--- src/mipsIsaPkg.sv ---
// ##############################
// MIPS instruction set package
// Word and field widths, opcode and funct codes
// ##############################

package mipsIsaPkg;

    localparam int insnWidth    = 32;
    localparam int dataWidth    = 32;
    localparam int regAddrWidth = 5;
    localparam int immWidth     = 16; // I-type immediate field

    // Primary opcode, insn[31:26]
    typedef enum logic [5:0]
    {
        opSpecial = 6'b000000, // R-type, op selected by funct
        opAddiu   = 6'b001001,
        opSlti    = 6'b001010,
        opOri     = 6'b001101,
        opLui     = 6'b001111
    } opcodeT;

    // Function field of SPECIAL, insn[5:0]
    typedef enum logic [5:0]
    {
        fnAddu = 6'b100001,
        fnSubu = 6'b100011,
        fnAnd  = 6'b100100,
        fnOr   = 6'b100101,
        fnSlt  = 6'b101010
    } functT;

endpackage

--- src/pipeCtrlPkg.sv ---
// ##############################
// Pipeline control package
// ALU operation codes, register file size
// ##############################

package pipeCtrlPkg;

    // Operation carried from decode to execute
    typedef enum logic [2:0]
    {
        aluAdd,
        aluSub,
        aluAnd,
        aluOr,
        aluSlt, // Signed compare
        aluLui  // Immediate into upper half
    } aluOpT;

    localparam int regCount = 32;

    // Hard-wired zero register
    localparam logic [4:0] zeroReg = 5'd0;

endpackage

--- src/registerFile.sv ---
// ##############################
// Register file, 32 x 32 bits
// Two combinational reads with write-through, one write
// ##############################

`timescale 1ns/1ps

module registerFile
    import mipsIsaPkg::*, pipeCtrlPkg::*;
(
    input  logic                    clock,
    input  logic                    reset,
    input  logic [regAddrWidth-1:0] rsAddr,
    input  logic [regAddrWidth-1:0] rtAddr,
    output logic [dataWidth-1:0]    rsData,
    output logic [dataWidth-1:0]    rtData,
    input  logic                    wbWe,
    input  logic [regAddrWidth-1:0] wbAddr,
    input  logic [dataWidth-1:0]    wbData
);

    logic [dataWidth-1:0] regs [regCount];
    logic                 wrLive; // A write to a real register this cycle

    assign wrLive = wbWe && (wbAddr != zeroReg);

    always_ff @(posedge clock)
    begin
        if (reset)
        begin
            for (int i = 0; i < regCount; i++)
            begin
                regs[i] <= '0;
            end
        end
        else if (wrLive)
        begin
            regs[wbAddr] <= wbData;
        end
    end

    // Pending write wins over the stored value
    assign rsData = (wrLive && (wbAddr == rsAddr)) ? wbData : regs[rsAddr];
    assign rtData = (wrLive && (wbAddr == rtAddr)) ? wbData : regs[rtAddr];

    zeroRegStaysZero : assert property (
        @(posedge clock) disable iff (reset) regs[zeroReg] == '0
    );

endmodule

--- src/decodeStage.sv ---
// ##############################
// Decode stage
// Splits the instruction, reads operands, registers control
// ##############################

`timescale 1ns/1ps

module decodeStage
    import mipsIsaPkg::*, pipeCtrlPkg::*;
(
    input  logic                    clock,
    input  logic                    reset,
    input  logic [insnWidth-1:0]    insn,
    input  logic                    insnValid,
    output logic [regAddrWidth-1:0] rsAddr,
    output logic [regAddrWidth-1:0] rtAddr,
    input  logic [dataWidth-1:0]    rsData,
    input  logic [dataWidth-1:0]    rtData,
    output logic                    decValid,
    output aluOpT                   decAluOp,
    output logic [regAddrWidth-1:0] decDest,
    output logic                    decWe,
    output logic                    decIllegal,
    output logic [regAddrWidth-1:0] decRsAddr,
    output logic [regAddrWidth-1:0] decRtAddr,
    output logic [dataWidth-1:0]    decOpA,
    output logic [dataWidth-1:0]    decOpB,
    output logic                    decUseImm
);

    opcodeT                  opcode;
    functT                   funct;
    logic [regAddrWidth-1:0] rd;
    logic [immWidth-1:0]     imm;
    logic [dataWidth-1:0]    immSext;
    logic [dataWidth-1:0]    immZext;

    aluOpT                   aluOpNext;
    logic [regAddrWidth-1:0] destNext;
    logic [dataWidth-1:0]    immNext;
    logic                    useImmNext;
    logic                    illegalNext;

    assign opcode = opcodeT'(insn[31:26]);
    assign rsAddr = insn[25:21];
    assign rtAddr = insn[20:16];
    assign rd     = insn[15:11];
    assign funct  = functT'(insn[5:0]);
    assign imm    = insn[immWidth-1:0];

    assign immSext = {{(dataWidth-immWidth){imm[immWidth-1]}}, imm};
    assign immZext = {{(dataWidth-immWidth){1'b0}}, imm};

    always_comb
    begin
        aluOpNext   = aluAdd;
        destNext    = rtAddr;  // I-types write rt
        immNext     = immSext;
        useImmNext  = 1'b1;
        illegalNext = 1'b0;
        case (opcode)
            opSpecial:
            begin
                destNext   = rd;
                useImmNext = 1'b0;
                case (funct)
                    fnAddu:  aluOpNext = aluAdd;
                    fnSubu:  aluOpNext = aluSub;
                    fnAnd:   aluOpNext = aluAnd;
                    fnOr:    aluOpNext = aluOr;
                    fnSlt:   aluOpNext = aluSlt;
                    default: illegalNext = 1'b1;
                endcase
            end
            opAddiu: aluOpNext = aluAdd;
            opSlti:  aluOpNext = aluSlt;
            opOri:
            begin
                aluOpNext = aluOr;
                immNext   = immZext;
            end
            opLui:
            begin
                aluOpNext = aluLui;
                immNext   = immZext; // Shifted up in execute
            end
            default: illegalNext = 1'b1;
        endcase
    end

    always_ff @(posedge clock)
    begin
        if (reset)
        begin
            decValid   <= 1'b0;
            decWe      <= 1'b0;
            decIllegal <= 1'b0;
        end
        else
        begin
            decValid   <= insnValid;
            decWe      <= insnValid && !illegalNext;
            decIllegal <= insnValid && illegalNext;
        end
    end

    // Payload, meaningful only with decValid
    always_ff @(posedge clock)
    begin
        decAluOp  <= aluOpNext;
        decDest   <= destNext;
        decRsAddr <= rsAddr;
        decRtAddr <= rtAddr;
        decOpA    <= rsData;
        decOpB    <= useImmNext ? immNext : rtData;
        decUseImm <= useImmNext;
    end

    illegalNeverWrites : assert property (
        @(posedge clock) disable iff (reset) !(decIllegal && decWe)
    );

endmodule

--- src/executeStage.sv ---
// ##############################
// Execute stage
// ALU with self-forwarding, result and write-back registers
// ##############################

`timescale 1ns/1ps

module executeStage
    import mipsIsaPkg::*, pipeCtrlPkg::*;
(
    input  logic                    clock,
    input  logic                    reset,
    input  logic                    decValid,
    input  aluOpT                   decAluOp,
    input  logic [regAddrWidth-1:0] decDest,
    input  logic                    decWe,
    input  logic                    decIllegal,
    input  logic [regAddrWidth-1:0] decRsAddr,
    input  logic [regAddrWidth-1:0] decRtAddr,
    input  logic [dataWidth-1:0]    decOpA,
    input  logic [dataWidth-1:0]    decOpB,
    input  logic                    decUseImm,
    output logic                    resultValid,
    output logic                    illegal,
    output logic                    wbWe,
    output logic [regAddrWidth-1:0] wbAddr,
    output logic [dataWidth-1:0]    wbData
);

    logic                 fwdOk;
    logic                 fwdA;
    logic                 fwdB;
    logic [dataWidth-1:0] opA;
    logic [dataWidth-1:0] opB;
    logic [dataWidth-1:0] aluResult;

    // Previous instruction still sits in the result register
    assign fwdOk = wbWe && (wbAddr != zeroReg);
    assign fwdA  = fwdOk && (decRsAddr == wbAddr);
    assign fwdB  = fwdOk && !decUseImm && (decRtAddr == wbAddr);

    assign opA = fwdA ? wbData : decOpA;
    assign opB = fwdB ? wbData : decOpB;

    always_comb
    begin
        case (decAluOp)
            aluAdd:  aluResult = opA + opB;
            aluSub:  aluResult = opA - opB;
            aluAnd:  aluResult = opA & opB;
            aluOr:   aluResult = opA | opB;
            aluSlt:
            begin
                aluResult = '0;
                aluResult[0] = $signed(opA) < $signed(opB);
            end
            aluLui:  aluResult = {opB[15:0], 16'h0000};
            default: aluResult = '0;
        endcase
    end

    always_ff @(posedge clock)
    begin
        if (reset)
        begin
            resultValid <= 1'b0;
            illegal     <= 1'b0;
            wbWe        <= 1'b0;
        end
        else
        begin
            resultValid <= decValid;
            illegal     <= decValid && decIllegal;
            wbWe        <= decValid && decWe;
        end
    end

    always_ff @(posedge clock)
    begin
        wbAddr <= decDest;
        wbData <= aluResult;
    end

    writeNeedsValid : assert property (
        @(posedge clock) disable iff (reset) wbWe |-> resultValid
    );

endmodule

--- src/mipsCoreTop.sv ---
// ##############################
// Core slice top level
// Decode, register file and execute
// ##############################

`timescale 1ns/1ps

module mipsCoreTop
    import mipsIsaPkg::*, pipeCtrlPkg::*;
(
    input  logic                    clock,
    input  logic                    reset,
    input  logic [insnWidth-1:0]    insn,
    input  logic                    insnValid,
    output logic                    resultValid,
    output logic [regAddrWidth-1:0] resultReg,
    output logic [dataWidth-1:0]    resultData,
    output logic                    illegal
);

    logic [regAddrWidth-1:0] rsAddr;
    logic [regAddrWidth-1:0] rtAddr;
    logic [dataWidth-1:0]    rsData;
    logic [dataWidth-1:0]    rtData;

    logic                    decValid;
    aluOpT                   decAluOp;
    logic [regAddrWidth-1:0] decDest;
    logic                    decWe;
    logic                    decIllegal;
    logic [regAddrWidth-1:0] decRsAddr;
    logic [regAddrWidth-1:0] decRtAddr;
    logic [dataWidth-1:0]    decOpA;
    logic [dataWidth-1:0]    decOpB;
    logic                    decUseImm;

    logic                    wbWe;
    logic [regAddrWidth-1:0] wbAddr;
    logic [dataWidth-1:0]    wbData;

    decodeStage decode0 (
        .clock      (clock),
        .reset      (reset),
        .insn       (insn),
        .insnValid  (insnValid),
        .rsAddr     (rsAddr),
        .rtAddr     (rtAddr),
        .rsData     (rsData),
        .rtData     (rtData),
        .decValid   (decValid),
        .decAluOp   (decAluOp),
        .decDest    (decDest),
        .decWe      (decWe),
        .decIllegal (decIllegal),
        .decRsAddr  (decRsAddr),
        .decRtAddr  (decRtAddr),
        .decOpA     (decOpA),
        .decOpB     (decOpB),
        .decUseImm  (decUseImm)
    );

    registerFile regFile0 (
        .clock  (clock),
        .reset  (reset),
        .rsAddr (rsAddr),
        .rtAddr (rtAddr),
        .rsData (rsData),
        .rtData (rtData),
        .wbWe   (wbWe),
        .wbAddr (wbAddr),
        .wbData (wbData)
    );

    executeStage execute0 (
        .clock       (clock),
        .reset       (reset),
        .decValid    (decValid),
        .decAluOp    (decAluOp),
        .decDest     (decDest),
        .decWe       (decWe),
        .decIllegal  (decIllegal),
        .decRsAddr   (decRsAddr),
        .decRtAddr   (decRtAddr),
        .decOpA      (decOpA),
        .decOpB      (decOpB),
        .decUseImm   (decUseImm),
        .resultValid (resultValid),
        .illegal     (illegal),
        .wbWe        (wbWe),
        .wbAddr      (wbAddr),
        .wbData      (wbData)
    );

    // Reported result is the write-back word
    assign resultReg  = wbAddr;
    assign resultData = wbData;

endmodule

--- config.mk ---
export PLATFORM = sky130hd
export DESIGN_NAME = mipsCoreTop
export DESIGN_NICKNAME = d
export VERILOG_FILES = /design/src/mipsIsaPkg.sv /design/src/pipeCtrlPkg.sv /design/src/registerFile.sv /design/src/decodeStage.sv /design/src/executeStage.sv /design/src/mipsCoreTop.sv
export SDC_FILE = /design/constraint.sdc
export NUM_CORES = 2
export LEC_CHECK = 0
export BUFFER_PORTS_ARGS = -buffer_cell sky130_fd_sc_hd__buf_4
export CELL_PAD_IN_SITES_DETAIL_PLACEMENT = 1
export CELL_PAD_IN_SITES_GLOBAL_PLACEMENT = 1
export CORE_ASPECT_RATIO = 0.8
export CORE_UTILIZATION = 40
export CTS_BUF_LIST = sky130_fd_sc_hd__clkbuf_16
export DETAILED_ROUTE_END_ITERATION = 12
export GPL_TIMING_DRIVEN = 0
export PLACE_DENSITY = 0.67
export SLEW_MARGIN = 20
export SYNTH_ARGS = -nofsm -noshare
export SYNTH_HDL_FRONTEND = slang
export SYNTH_HIERARCHICAL = 1
export SYNTH_SLANG_ARGS = --single-unit
--- constraint.sdc ---
create_clock -name clock -period 4.99 [get_ports clock]
set_input_delay 0.2495 -clock clock [delete_from_list [all_inputs] [get_ports clock]]
set_output_delay 0.2495 -clock clock [all_outputs]
set_load 0.005 [all_outputs]
### Word level (Yosys, flattened, before mapping)

Memory sizes are Yosys's and may differ from the RTL's.
Index checks and enable logic that the tools add are counted.

* add/subtract/negate cells: 2
* multiply operators: 0
* divide/modulo/power cells: 0
* magnitude comparators: 1
* eq/ne operators: 18
* shifts and indexed selects: 0
* multiplexer cells: 21
* bitwise operators: 2
* reduce and logical (&&, ||, !) cells: 19

Operators by type and width (number)
* 32-bit 2-to-1 mux: 7
* 32-bit case mux with 6 select lines: 1
* 32-bit adder: 1
* 32-bit AND: 1
* 32-bit < comparator: 1
* 32-bit bitwise OR: 1
* 32-bit OR reduction: 1
* 32-bit subtractor: 1
* 6-bit == test, second input constant: 5
* 6-bit by 4-bit == test with 1-bit output, second input constant: 4
* 3-bit case mux with 4 select lines: 2
* 5-bit == test: 4
* 1-bit logical AND: 10
* 5-bit 2-to-1 mux: 2
* 1-bit 2-to-1 mux: 8
* 3-bit by 2-bit == test with 1-bit output, second input constant: 2
* 3-bit == test, second input constant: 2
* 6-bit zero test: 1
* 5-bit nonzero test: 1
* 5-bit OR reduction: 1
* 4-bit OR reduction: 1
* 3-bit by 1-bit == test with 1-bit output, second input constant: 1
* 3-bit zero test: 1
* 1-bit zero test: 2
* 2 further kinds: 2

* register bits: 126
* bits in latches: 0
* RAM bits: 1024
* memory bits (read-only): 0
* output and inout port bits: 39
* logic and storage cells: 79
* memories: 1

Memory list
* regFile0.regs: depth 32, bits a word 32, rd ports 2, clocked after memory_dff 0, wr ports 32, line registerFile.sv:22 `logic [dataWidth-1:0] regs [regCount];`

### Logic depth before layout (Yosys ltp)

* depth in word-level cells: 7
* gate-level depth with buffers: 20

### Cells and area by module

Netlist, hierarchy kept.

Modules (own cells, without submodules)
* registerFile: times used 1, cells an instance 3494, area each 54461.0 µm²
* executeStage: times used 1, cells an instance 852, area each 6406.1 µm²
* decodeStage: times used 1, cells an instance 215, area each 2394.8 µm²

### Worst setup path before layout

No wires, ideal clock.

* path type: register -> register
* from: register execute0.wbAddr[4]
* to: register execute0.wbData[20]
* library setup time: 0.137 ns
* data arrival time: 4.337 ns
* data required time: 4.853 ns
* path slack: 0.516 ns
* cell stages (with the launch flop): 20
* path buffers: 1
* path through: dfxtp_1 > or4_1 > o21ai_0 > nor4_1 > clkbuf_1 > mux2_2 > inv_1 > ha_1 > inv_1 > fa_1 > nand2b_1 > a221oi_1 > nor4_1 > o221ai_2 > a211o_1 > a31oi_1 > o221ai_1 > o31a_1 > xnor2_1 > o221ai_1

* word-level cells in the longest chain between the ends: 7

RTL lines
* start, declared: line executeStage.sv:26 `output logic [regAddrWidth-1:0] wbAddr,`
* start signal, assigned: line executeStage.sv:80 `wbAddr <= decDest;`
* 5-bit nonzero test: line executeStage.sv:38 `assign fwdOk = wbWe && (wbAddr != zeroReg);`
* 1-bit logical AND: line executeStage.sv:38
* 1-bit logical AND (2 in a row): line executeStage.sv:40 `assign fwdB = fwdOk && !decUseImm && (decRtAddr == wbAddr);`
* 32-bit 2-to-1 mux: line executeStage.sv:43 `assign opB = fwdB ? wbData : decOpB;`
* 32-bit subtractor (tied with other cells): line executeStage.sv:49 `aluSub: aluResult = opA - opB;`
* 32-bit case mux with 6 select lines (*): line executeStage.sv:47 `case (decAluOp)`
* via execute0.aluResult[20]: line executeStage.sv:35 `logic [dataWidth-1:0] aluResult;`
* end signal, assigned: line executeStage.sv:81 `wbData <= aluResult;`
* end, declared: line executeStage.sv:27 `output logic [dataWidth-1:0] wbData`

The timed path passes the listed nets; every way through them passes the cells marked *.
A chain may end at the register's enable or synchronous reset.

### Worst setup path after layout

* from: register execute0.wbAddr[3]
* to: register execute0.wbData[27]

The elaborated chain is that of the path after synthesis.

==> impl_metrics.toml <==
[worst_setup_path]
cp_max_fo = 10
criticalPathCategory = "reg2reg"
end_kind = "register"
rr_worst_depth = 18
arrival_ps = 5540
required_ps = 5590
start_kind = "register"

[cts]
clk_path_buf_depth = 3
h-tree-depth = 3
cts_buffers = 118
root_buffer = "clkbuf_16"
cts_tree = "done"
path_clk_slew_ps = 60
clock_latency_ps = 770
clock_sinks = 1150

[die]
num_rows = 130
die_width_um = 447
pin_count = 74
dieArea_um2 = 160000
initial_utilization = 0.403
core_um2 = 157000
die_h_um = 358

[yosys]
netlist_instances = 4561
synth-warning-count = 6
syn_area_um2 = 63300
postSynthAreaPerCell_um2 = 13.9
synth-async-reset-ratio = 0
synth_edf_count = 1024
synth_seq_cells = 1150
ys.flop_type = "edfxtp_1"
yosys.cell_types.count = 88
seq_area_frac_synth = 0.526

[routing]
firstDrtPassIters = 5
vias = 45200
drc = 0
wl_um = 261000
drtAntennaViolNets = 0
drtIter0Drc = 6578
wl_per_cell_um = 36.9
avgViaCountPerCell = 6.38

[status]
status = "finished clean"

[sta]
period_minus_slack_ps = 4940
rsz0062_at_grt = "true"
finClkSkew_ps = 27.4
clock.fmax_mhz = 202
final_hold_viol_count = 0
setup_viol = 0
whs_ps = 166
tightest_slew_ps = 1280
slew_viol_final = 0
finalCritPeriodShare = 0.990
slew_headroom = 0.119

[placement]
gp_congestion = 0.978
dp_hpwl_um = 193000
port_buffers = 73

[grt]
grtUsageTotal = 0.322
grt_pass1_wl_um = 356000
grt_max_degree = 33
antenna_found_initial = 8
grt_pass1_vias = 44600
grt_overflow = 0

[power]
irDropWorstVdd_mv = 0.304
p_total_uw = 25700
powerDensity_nw_per_um2 = 358
cellLeakagePower_uw = 0.0265

[worst_hold_path]
hold_depth = 2
holdCritPathClass = "in2reg"

[final_layout]
drive_gt1_frac = 0.220
fill_cells = 15900
syn2layout_area_growth_pct = 13.6
layout.nets = 4997

[flow_run]
maxCapViolCount = 0
kinds of logic after synthesis:
logic type,after synthesis,synth area share
other,1,0.0000593
AND/OR/NAND/NOR,1513,0.140
buffers and inverters,556,0.0466
AO/OA/AOI/OAI,594,0.0596
multiplexers,598,0.201
flip-flops,1150,0.526
XOR/XNOR,51,0.00706
adder cells (fa/ha/maj),98,0.0196
final cells by class:
class	count	area [um^2]	share of cell area
flip-flops and latches	1150	33300	0.463
multi-input cells	2886	27900	0.388
clock buffers	123	3080	0.0428
plain buffers	451	2650	0.0369
well taps	2112	2640	0.0368
repair buffers	156	1350	0.0188
clock inverters	96	619	0.00861
inverters	101	383	0.00533
diodes	4	10.0	0.000139
layer usage:
metal / wire (um) / track usage / vias up
met1: 109000 / 0.468 / 23800
met3: 31300 / 0.0904 / 475
li1: - / - / 18000
met4: 11500 / 0.125 / 8
met2: 109000 / 0.454 / 2910
met5: 234 / 0.00852 / -
worst max-delay path, cell delays in order, from the launching register on:
cell      delay, ps
dfxtp_4         380
or4_4           550
o21ai_4         190
or4_4           260
buf_12          190
buf_4           140
mux2i_4         300
buf_4           280
ha_1            300
nand2b_1        140
o311a_1         280
nor2_4           90
o21ai_1         320
a41oi_4         320
o211ai_1        410
nand4_1         140
nand3_1         150
xor2_1          190
o221ai_1        140
flip-flops by register name, indices dropped and copies added, names as in the netlist:
register and flops:
regFile0/regs 1024, decode0/decOpA 32, decode0/decOpB 32, execute0/wbData 32, decode0/decDest 5, decode0/decRsAddr 5
decode0/decRtAddr 5, execute0/wbAddr 5, decode0/decAluOp 3, decode0/decIllegal 1, decode0/decUseImm 1, decode0/decValid 1
decode0/decWe 1, execute0/illegal 1, execute0/resultValid 1, execute0/wbWe 1
power by group:
part | internal [uW] | total [uW] | switching (uW) | leakage (uW)
clock network | 4750 | 8790 | 4040 | 0.00190
registers | 11000 | 11700 | 740 | 0.0116
logic | 1770 | 5240 | 3470 | 0.0130
cell usage in the layout, fill, tap and decap left out, drive strengths merged, types with 7 or more instances in the layout:
master	n
or2	34
nand2	184
o211ai	18
dfxtp	126
conb	32
inv	130
nor2	115
buf	312
nand2b	11
o21ai	111
xor2	11
nand3	20
clkbuf	377
nor4	13
nor3	14
o22ai	254
edfxtp	1024
or4	68
mux2	47
nand3b	13
a211oi	18
nor2b	15
o21a	7
a21oi	82
and2	995
a21o	25
dlygate4sd3	41
o21bai	8
mux2i	43
mux4	508
ha	96
clkinv	55
o221ai	16
a31oi	10
and3	7
xnor2	40
path summary, 6_finish.rpt:
check | start | to | slack, ps
setup / recovery | execute0/wbAddr[3] | execute0/wbData[27] | 50
hold / removal | insn[23] | decode0/decRsAddr[2] | 170
setup reg to reg | execute0/wbAddr[3] | execute0/wbData[27] | 50
hold reg to reg | decode0/decDest[0] | execute0/wbAddr[0] | 330
what timing repair did:
item                                    4_1_cts  5_1_grt
endpoints found under the setup margin       30       14
hold buffers                                 41        0
endpoints found under the hold margin        40        0
pin swaps                                    15       17
gates resized for setup                      97       49
setup buffers                                22       15
synthesized netlist by cell type, types with 44 or more instances:
master / number / share of area
a21oi_1: 80 / 0.0063
and2_1: 995 / 0.098
buf_2: 115 / 0.0091
clkbuf_1: 255 / 0.015
dfxtp_1: 126 / 0.040
edfxtp_1: 1024 / 0.49
ha_1: 96 / 0.019
inv_1: 99 / 0.0059
mux2_2: 47 / 0.0084
mux4_1: 83 / 0.034
mux4_2: 425 / 0.15
nand2_1: 184 / 0.011
nor2_1: 107 / 0.0063
o21ai_0: 44 / 0.0035
o21ai_1: 67 / 0.0053
o22ai_1: 254 / 0.025
or4_1: 67 / 0.0080
metrics by stage:
step / instance area [um^2] / worst slack, ps / instances / TNS, ps / util
after floorplan: 63400 / 516 / 4592 / 0 / -
after CTS: 71500 / -3.79 / 7062 / -3.79 / 0.456
final: 71900 / 48.6 / 7079 / 0 / 0.458
after global placement: 66600 / -2270 / 6777 / -42050 / 0.424
after global routing: 71900 / -31.2 / 7076 / -70.9 / 0.458
after detailed placement: 66800 / -1800 / 6782 / -33320 / 0.425
(Power assumes the default switching activity.)
